<file path="src/common/timer_pkg.sv">
// Timer package with bus widths, address map, enums and access structs
package timer_pkg;

  //////////////////////////////////////////////////
  // Bus and timer sizes
  //////////////////////////////////////////////////
  localparam int HADDR_SIZE  = 32;
  localparam int HDATA_SIZE  = 32;
  localparam int BE_SIZE     = 4;

  // Compare channels and index width
  localparam int TIMERS      = 3;
  localparam int TIMER_IDX_W = 2;

  // AHB response code
  localparam logic HRESP_OKAY = 1'b0;

  //////////////////////////////////////////////////
  // Address map, word offsets
  //////////////////////////////////////////////////
  localparam logic [HADDR_SIZE-1:0] ADDR_PRESCALE = 32'h00;
  localparam logic [HADDR_SIZE-1:0] ADDR_RESERVED = 32'h04;
  localparam logic [HADDR_SIZE-1:0] ADDR_IPENDING = 32'h08;
  localparam logic [HADDR_SIZE-1:0] ADDR_IENABLE  = 32'h0C;
  localparam logic [HADDR_SIZE-1:0] ADDR_TIME     = 32'h10;
  localparam logic [HADDR_SIZE-1:0] ADDR_TIME_MSB = 32'h14;
  // Channel n at 0x18 + 8n, high word at +4
  localparam logic [HADDR_SIZE-1:0] ADDR_TIMECMP  = 32'h18;

  // AHB transfer type
  typedef enum logic [1:0] {
    IDLE   = 2'b00,
    BUSY   = 2'b01,
    NONSEQ = 2'b10,
    SEQ    = 2'b11
  } htrans_e;

  // AHB transfer size, anything above WORD acts as WORD
  typedef enum logic [2:0] {
    BYTE  = 3'b000,
    HWORD = 3'b001,
    WORD  = 3'b010
  } hsize_e;

  // Register selector
  typedef enum logic [2:0] {
    REG_PRESCALE,
    REG_RESERVED,
    REG_IPENDING,
    REG_IENABLE,
    REG_TIME_LO,
    REG_TIME_HI,
    REG_TIMECMP_LO,
    REG_TIMECMP_HI
  } reg_sel_e;

  // One decoded bus access
  typedef struct packed {
    reg_sel_e               sel;
    logic [TIMER_IDX_W-1:0] idx;
    logic [BE_SIZE-1:0]     be;
    logic                   write;
  } reg_access_t;

  // Registers to prescaler
  typedef struct packed {
    logic [31:0] value;
    logic        enabled;
    logic        reload;
  } prescale_ctrl_t;

endpackage : timer_pkg
</file>
<file path="src/timer/ahb_timer_top.sv">
// AHB3-Lite timer top, bus port, register bank and prescaler
`timescale 1ns/10ps

module ahb_timer_top (
  input  logic                             HCLK,
  input  logic                             HRESETn,
  input  logic                             HSEL,
  input  logic [timer_pkg::HADDR_SIZE-1:0] HADDR,
  input  logic [timer_pkg::HDATA_SIZE-1:0] HWDATA,
  output logic [timer_pkg::HDATA_SIZE-1:0] HRDATA,
  input  logic                             HWRITE,
  input  timer_pkg::hsize_e                HSIZE,
  input  timer_pkg::htrans_e               HTRANS,
  input  logic                             HREADY,
  output logic                             HREADYOUT,
  output logic                             HRESP,
  output logic                             tint
);

  import timer_pkg::*;

  reg_access_t    wr_access;
  reg_access_t    rd_access;
  prescale_ctrl_t prescale_ctrl;
  logic           count_en;

  //////////////////////////////////////////////////
  // Zero wait state, never an error
  //////////////////////////////////////////////////
  assign HREADYOUT = 1'b1;
  assign HRESP     = HRESP_OKAY;

  // Bus side
  ahb_slave_port i_port (
    .HCLK      (HCLK),
    .HRESETn   (HRESETn),
    .HSEL      (HSEL),
    .HADDR     (HADDR),
    .HWRITE    (HWRITE),
    .HSIZE     (HSIZE),
    .HTRANS    (HTRANS),
    .HREADY    (HREADY),
    .wr_access (wr_access),
    .rd_access (rd_access)
  );

  // Registers and compare
  timer_regs i_regs (
    .HCLK          (HCLK),
    .HRESETn       (HRESETn),
    .wr_access     (wr_access),
    .rd_access     (rd_access),
    .HWDATA        (HWDATA),
    .count_en      (count_en),
    .HRDATA        (HRDATA),
    .prescale_ctrl (prescale_ctrl),
    .tint          (tint)
  );

  // Time base rate
  timer_prescaler i_prescaler (
    .HCLK          (HCLK),
    .HRESETn       (HRESETn),
    .prescale_ctrl (prescale_ctrl),
    .count_en      (count_en)
  );

endmodule : ahb_timer_top

</file>
<file path="src/timer/timer_regs.sv">
// Timer register bank with time base, compare channels and interrupt
`timescale 1ns/10ps

module timer_regs (
  input  logic                             HCLK,
  input  logic                             HRESETn,
  input  timer_pkg::reg_access_t           wr_access,
  input  timer_pkg::reg_access_t           rd_access,
  input  logic [timer_pkg::HDATA_SIZE-1:0] HWDATA,
  input  logic                             count_en,
  output logic [timer_pkg::HDATA_SIZE-1:0] HRDATA,
  output timer_pkg::prescale_ctrl_t        prescale_ctrl,
  output logic                             tint
);

  import timer_pkg::*;

  //////////////////////////////////////////////////
  // Register state
  //////////////////////////////////////////////////
  logic [31:0]             prescale_reg;
  logic                    enabled;
  logic                    reload;
  logic [TIMERS-1:0]       ienable;
  logic [TIMERS-1:0]       ipending;
  logic [63:0]             time_reg;
  logic [TIMERS-1:0][63:0] timecmp;

  // Zero-padded views of the control bits
  logic [HDATA_SIZE-1:0]   ienable_rd;
  logic [HDATA_SIZE-1:0]   ipending_rd;
  logic [HDATA_SIZE-1:0]   ienable_wr;
  logic [HDATA_SIZE-1:0]   rd_data;

  // Byte-lane merge of bus data into a word
  function automatic logic [HDATA_SIZE-1:0] merge(
    input logic [HDATA_SIZE-1:0] old_val,
    input logic [HDATA_SIZE-1:0] new_val,
    input logic [BE_SIZE-1:0]    be
  );
    logic [HDATA_SIZE-1:0] res;
    for (int n = 0; n < BE_SIZE; n++)
      res[n*8 +: 8] = be[n] ? new_val[n*8 +: 8] : old_val[n*8 +: 8];
    return res;
  endfunction

  assign ienable_rd  = {{(HDATA_SIZE-TIMERS){1'b0}}, ienable};
  assign ipending_rd = {{(HDATA_SIZE-TIMERS){1'b0}}, ipending};
  assign ienable_wr  = merge(ienable_rd, HWDATA, wr_access.be);

  //////////////////////////////////////////////////
  // Counting, compare and bus writes
  //////////////////////////////////////////////////
  always_ff @(posedge HCLK or negedge HRESETn)
  begin
    if (!HRESETn)
    begin
      prescale_reg <= 32'h0;
      enabled      <= 1'b0;
      reload       <= 1'b0;
      ienable      <= '0;
      ipending     <= '0;
      time_reg     <= 64'h0;
      timecmp      <= '0;
    end
    else
    begin
      reload <= 1'b0;

      // Free-running time base
      if (count_en)
        time_reg <= time_reg + 64'h1;

      // Sticky pending on match
      for (int n = 0; n < TIMERS; n++)
        if (enabled && (timecmp[n] == time_reg))
          ipending[n] <= 1'b1;

      // Bus write wins over the above
      if (wr_access.write)
      begin
        case (wr_access.sel)
          REG_PRESCALE:
          begin
            prescale_reg <= merge(prescale_reg, HWDATA, wr_access.be);
            enabled      <= 1'b1;
            reload       <= 1'b1;
          end
          REG_IENABLE:    ienable         <= ienable_wr[TIMERS-1:0];
          REG_TIME_LO:    time_reg[31:0]  <= merge(time_reg[31:0], HWDATA, wr_access.be);
          REG_TIME_HI:    time_reg[63:32] <= merge(time_reg[63:32], HWDATA, wr_access.be);
          REG_TIMECMP_LO:
          begin
            timecmp[wr_access.idx][31:0] <=
              merge(timecmp[wr_access.idx][31:0], HWDATA, wr_access.be);
            // Rearm the channel
            ipending[wr_access.idx] <= 1'b0;
          end
          REG_TIMECMP_HI:
          begin
            timecmp[wr_access.idx][63:32] <=
              merge(timecmp[wr_access.idx][63:32], HWDATA, wr_access.be);
            ipending[wr_access.idx] <= 1'b0;
          end
          // Reserved and ipending are read only
          default: ;
        endcase
      end
    end
  end

  //////////////////////////////////////////////////
  // Read mux and interrupt
  //////////////////////////////////////////////////
  always_comb
  begin
    case (rd_access.sel)
      REG_PRESCALE:   rd_data = prescale_reg;
      REG_IPENDING:   rd_data = ipending_rd;
      REG_IENABLE:    rd_data = ienable_rd;
      REG_TIME_LO:    rd_data = time_reg[31:0];
      REG_TIME_HI:    rd_data = time_reg[63:32];
      REG_TIMECMP_LO: rd_data = timecmp[rd_access.idx][31:0];
      REG_TIMECMP_HI: rd_data = timecmp[rd_access.idx][63:32];
      default:        rd_data = '0;
    endcase
  end

  // Read data valid through the data phase
  always_ff @(posedge HCLK or negedge HRESETn)
  begin
    if (!HRESETn)
      HRDATA <= '0;
    else
      HRDATA <= rd_data;
  end

  // Masked pending, one cycle late
  always_ff @(posedge HCLK or negedge HRESETn)
  begin
    if (!HRESETn)
      tint <= 1'b0;
    else
      tint <= |(ipending & ienable);
  end

  assign prescale_ctrl = '{value: prescale_reg, enabled: enabled, reload: reload};

endmodule : timer_regs

</file>
<file path="src/timer/timer_prescaler.sv">
// Timer prescaler, divides HCLK into a one-cycle count enable
`timescale 1ns/10ps

module timer_prescaler (
  input  logic                      HCLK,
  input  logic                      HRESETn,
  input  timer_pkg::prescale_ctrl_t prescale_ctrl,
  output logic                      count_en
);

  import timer_pkg::*;

  logic [31:0] prescale_cnt;
  logic        cnt_zero;

  assign cnt_zero = (prescale_cnt == 32'h0);

  //////////////////////////////////////////////////
  // Down counter
  //////////////////////////////////////////////////
  // Reload on new prescale value or at terminal count
  always_ff @(posedge HCLK or negedge HRESETn)
  begin
    if (!HRESETn)
      prescale_cnt <= 32'h0;
    else if (prescale_ctrl.reload || cnt_zero)
      prescale_cnt <= prescale_ctrl.value;
    else
      prescale_cnt <= prescale_cnt - 32'h1;
  end

  // One pulse per value+1 cycles
  always_ff @(posedge HCLK or negedge HRESETn)
  begin
    if (!HRESETn)
      count_en <= 1'b0;
    else if (!prescale_ctrl.enabled)
      count_en <= 1'b0;
    else
      count_en <= cnt_zero;
  end

endmodule : timer_prescaler

</file>
<file path="src/source/ahb_slave_port.sv">
// AHB slave port, captures the address phase and decodes register accesses
`timescale 1ns/10ps

module ahb_slave_port (
  input  logic                             HCLK,
  input  logic                             HRESETn,
  input  logic                             HSEL,
  input  logic [timer_pkg::HADDR_SIZE-1:0] HADDR,
  input  logic                             HWRITE,
  input  timer_pkg::hsize_e                HSIZE,
  input  timer_pkg::htrans_e               HTRANS,
  input  logic                             HREADY,
  output timer_pkg::reg_access_t           wr_access,
  output timer_pkg::reg_access_t           rd_access
);

  import timer_pkg::*;

  //////////////////////////////////////////////////
  // Address phase decode
  //////////////////////////////////////////////////
  logic                   xfer_valid;
  logic [7:0]             addr_off;
  logic [7:0]             cmp_off;
  logic [7:0]             cmp_idx;
  reg_sel_e               dec_sel;
  logic [TIMER_IDX_W-1:0] dec_idx;
  logic [BE_SIZE-1:0]     dec_be;

  // Lane mask for size, shifted by low address bits
  function automatic logic [BE_SIZE-1:0] gen_be(input hsize_e size, input logic [1:0] lo);
    logic [BE_SIZE-1:0] be;
    case (size)
      BYTE:    be = 4'b0001 << lo;
      HWORD:   be = 4'b0011 << {lo[1], 1'b0};
      default: be = 4'b1111;
    endcase
    return be;
  endfunction

  // Only NONSEQ and SEQ carry data
  assign xfer_valid = HSEL && ((HTRANS == NONSEQ) || (HTRANS == SEQ));

  // Word offset inside the timer window
  assign addr_off = {HADDR[7:2], 2'b00};

  // Channel index, (offset - 0x18) / 8
  assign cmp_off = addr_off - ADDR_TIMECMP[7:0];
  assign cmp_idx = cmp_off >> 3;
  assign dec_idx = cmp_idx[TIMER_IDX_W-1:0];

  assign dec_be = gen_be(HSIZE, HADDR[1:0]);

  always_comb
  begin
    dec_sel = REG_RESERVED;
    if (addr_off >= ADDR_TIMECMP[7:0])
    begin
      // Channels past TIMERS fall back to reserved
      if (cmp_idx < TIMERS)
        dec_sel = HADDR[2] ? REG_TIMECMP_HI : REG_TIMECMP_LO;
    end
    else
    begin
      case (addr_off)
        ADDR_PRESCALE[7:0]: dec_sel = REG_PRESCALE;
        ADDR_IPENDING[7:0]: dec_sel = REG_IPENDING;
        ADDR_IENABLE[7:0]:  dec_sel = REG_IENABLE;
        ADDR_TIME[7:0]:     dec_sel = REG_TIME_LO;
        ADDR_TIME_MSB[7:0]: dec_sel = REG_TIME_HI;
        default:            dec_sel = REG_RESERVED;
      endcase
    end
  end

  // Read decode is used in the same cycle
  assign rd_access = '{sel: dec_sel, idx: dec_idx, be: dec_be, write: xfer_valid & HWRITE};

  //////////////////////////////////////////////////
  // Data phase pipeline for writes
  //////////////////////////////////////////////////
  always_ff @(posedge HCLK or negedge HRESETn)
  begin
    if (!HRESETn)
      wr_access <= '{sel: REG_PRESCALE, idx: '0, be: '0, write: 1'b0};
    else if (HREADY)
    begin
      wr_access.sel   <= dec_sel;
      wr_access.idx   <= dec_idx;
      wr_access.be    <= dec_be;
      // Held for the whole data phase
      wr_access.write <= xfer_valid & HWRITE;
    end
  end

endmodule : ahb_slave_port

</file>
<file path="config.mk">
export PLATFORM = sky130hd
export DESIGN_NAME = ahb_timer_top
export DESIGN_NICKNAME = d
export VERILOG_FILES = /design/src/common/timer_pkg.sv /design/src/timer/ahb_timer_top.sv /design/src/timer/timer_regs.sv /design/src/timer/timer_prescaler.sv /design/src/source/ahb_slave_port.sv
export SDC_FILE = /design/constraint.sdc
export NUM_CORES = 1
export LEC_CHECK = 0
export BUFFER_PORTS_ARGS = -buffer_cell sky130_fd_sc_hd__buf_2
export CAP_MARGIN = 5
export CORE_UTILIZATION = 45
export DETAILED_ROUTE_END_ITERATION = 8
export GPL_ROUTABILITY_DRIVEN = 0
export PLACE_DENSITY_LB_ADDON = 0.08
export SKIP_CTS_REPAIR_TIMING = 1
export SKIP_LAST_GASP = 1
export SLEW_MARGIN = 20
export SYNTH_ARGS = -nofsm -noshare
export SYNTH_HDL_FRONTEND = slang
export SYNTH_SLANG_ARGS = --single-unit
</file>
<file path="constraint.sdc">
create_clock -name HCLK -period 2.1 [get_ports HCLK]
set_input_delay 0.42 -clock HCLK [delete_from_list [all_inputs] [get_ports HCLK]]
set_output_delay 0.42 -clock HCLK [all_outputs]
set_load 0.01 [all_outputs]
</file>
==> summary.md <==
| Metric | Value |
|---|---|
| Status | finished with violations |
| Failing checks | setup timing |
| Core Region | 49100 um2 |
| Pleak | 12.8 nW |
| Power density cells | 894 nW/um2 |
| Largest family of logic cells by synthesized area | multiplexers |
| Compound-Gate Fraction of Synth Area | 0.140 |
| DP HPWL | 73900 um |
| Drt initial violations | 2901 |
| Yosys top cell by area | dfrtp_1 |
| Antenna Violating Nets Remaining | 0 |
| Chip height | 225 um |
| First-pass GRT wire length | 142000 um |
| Worst setup EP type | flip-flop |
| Clock Latency Late Sink | 0.59 ns |
| Top Ports | 109 |
| Vias | 21700 |
| Post-Syn Area | 22400 um2 |
| EDFF count, synth | 0 |
| Worst Setup Start Kind | flip-flop |
| Fmax | 399 MHz |
| Syn Inst Count | 2273 |
| Pre-antenna DRT Iters | 8 |
| Post-synth ARST share | 1.00 |
| Area share of fa/ha/maj cells after synthesis | 0.00224 |
| DR top layer | met5 |
| Die area | 50600 um2 |
| Die Width | 225 um |
| Hold WS | 0.106 ns |
| Post-route setup TNS | -11.89 ns |
| Number of global-route vias before repair | 20300 |
| Synth warnings | 0 |
| Tot GR Track Use | 0.389 |
| Critical path data arrival time | 3.03 ns |
| Synth Area in XOR/XNOR | 0.0677 |
| Final nets | 2745 |
| Final WL | 100000 um |
| Synth top area share | 0.416 |
| WL met3 | 12700 um |
| Reg clk slew, reported paths | 0.06 ns |
| Post-Route M1 WL | 39800 um |
| Slew HR | 0.477 |
| Critical path required time | 2.62 ns |
| FILL cells | 4170 |
| Syn_area_per_cell | 9.85 um2 |
| Sink Count | 372 |
| Count leader, synth | dfrtp_1 |
| Fin worst setup slack | -0.408 ns |
| Ys flop type | dfrtp_1 |
| Post-synth top cells | dfrtp_1, mux2_2, nor2_1 |
| Clk root buf | clkbuf_16 |
| Yosys reg bits | 372 |
| CTS tree | yes |
| CP Class | flip-flop to flip-flop |
| Placed cell count | 3244 |
| Final min period | 2.51 ns |
| Net Count, Synth | 2351 |
| Number of distinct library cells after synthesis | 77 |
| Area growth, synth to finish | 32.1% |
| WL per Instance | 29.8 um |
| Finished Cell Area | 29600 um2 |
| Via density | 6.44 |
| Final Hold Vio Count | 0 |
| Final Skew | 0.0197 ns |
| Layout cells sized above 1 | 0.398 |
| Worst-case clock buffer depth | 3 |
| Final setup violation count | 58 |
| Maxcap violations | 0 |
| Mux cell area share after synthesis | 0.177 |
| Register area share after synthesis | 0.416 |
| Max-slew violation count | 0 |
| H-tree levels | 2 |
| Worst-margin pin slew | 0.782 ns |
| Synth Area in Simple Gates | 0.153 |
| Inserted Clock Buffers | 43 |
| Fin cells | 3365 |
| Fin crit share | 1.19 |
| I/O Buffers | 81 |
| Reg2reg setup slack | -0.41 ns |
| # DRC | 0 |
| Largest register FFs | 192 |
| WL met2 | 41600 um |
| Initial Utilization | 0.456 |
| Area after DPL | 26700 um2 |
| Grt ovf | 0 |
| RSZ-0062 raised after global routing | true |
| HP Class | input port to flip-flop |
| Pin count of the biggest net entering global routing | 70 |
| Antenna violations before repair | 4 |
| Top post-synthesis cells by area | dfrtp_1, mux2_2, xnor2_1 |
| CP max FO | 6 |
| Worst IR Drop VDD | 0.000607 V |
| Cell Rows | 81 |
## per-stage QoR
stage                     power, mW  utilization  setup WS (ns)
after detailed placement       17.8        0.544         -0.615
after global placement         17.7        0.544         -0.627
after global routing           27.2        0.603         -0.452
final                          26.4        0.603         -0.408
after CTS                      25.5        0.573         -0.647
after floorplan                13.3            -         -0.195
## cell families (layout without fill, tap and decap cells)
kind of cell,Yosys count,in the layout
xor gates and xnor gates,173,173
other,2,4
adders and majority gates,4,4
and+or+nand+nor,685,687
AOI/OAI and AO/OA,430,430
muxes,360,360
DFF,372,372
buffers and inverters,247,671
## worst max-delay path, stage by stage (launching register included)
cell,delay (ns)
dfrtp_1,0.41
buf_4,0.20
inv_1,0.10
a22o_1,0.25
nor4_1,0.36
buf_4,0.19
nand4_1,0.16
nor4_4,0.49
buf_4,0.19
o21a_1,0.09
## cell type report
class,count,area (um2),area share
clock buffers,60,1220,0.0414
inverters,62,245,0.00830
clock inverters,17,175,0.00593
repair buffers,532,4600,0.156
well taps,664,831,0.0281
flip-flops and latches,372,9330,0.315
diodes,2,5.00,0.000169
multi-input cells,1656,13200,0.445
## metal layers
| layer | vias to the layer above | track usage |
|---|---|---|
| li1 | 9122 | - |
| met1 | 10700 | 0.536 |
| met2 | 1464 | 0.551 |
| met3 | 368 | 0.114 |
| met4 | 2 | 0.199 |
| met5 | - | 0 |
## final timing paths
kind,to,from,cells after the start
max,i_regs.ipending[2],i_regs.time_reg[33],9
min,i_regs.prescale_reg[28],HWDATA[28],2
max reg2reg,i_regs.ipending[2],i_regs.time_reg[33],9
min reg2reg,i_regs.ipending[0],i_regs.ipending[0],1
max in group asynchronous,i_regs.time_reg[23],HRESETn,3
min in group asynchronous,i_regs.prescale_reg[6],HRESETn,2
## placed cells by master (no fill, tap or decap), types with 9 or more instances in the layout
cell type,Yosys,layout
a211oi_1,73,72
a21oi_1,67,54
a21oi_2,0,12
a221o_1,31,31
a221oi_1,77,76
a31oi_1,15,14
buf_12,0,48
buf_2,18,80
buf_4,4,361
buf_6,1,35
clkbuf_1,139,11
clkbuf_16,0,47
dfrtp_1,372,360
dfrtp_2,0,11
inv_1,61,56
mux2_2,288,288
mux2i_1,72,72
nand2_1,100,96
nand2b_1,10,9
nand3_1,36,24
nand3_2,0,11
nand4_1,54,54
nor2_1,258,228
nor2_4,0,26
nor2b_1,43,42
nor3_1,74,50
nor3_2,1,15
nor3_4,0,10
nor4_1,37,22
nor4_4,4,16
o21ai_0,62,57
o22ai_1,23,23
xnor2_1,127,121
xor2_1,46,46
## power breakdown
group | total [mW] | leakage (nW) | internal (mW) | switching [mW]
sequential | 9.62 | 4.44 | 8.19 | 1.43
clock | 7.66 | 0.671 | 4.43 | 3.23
combinational | 9.16 | 7.68 | 4.05 | 5.10
Note: power is estimated with default switching activity, not from simulation.
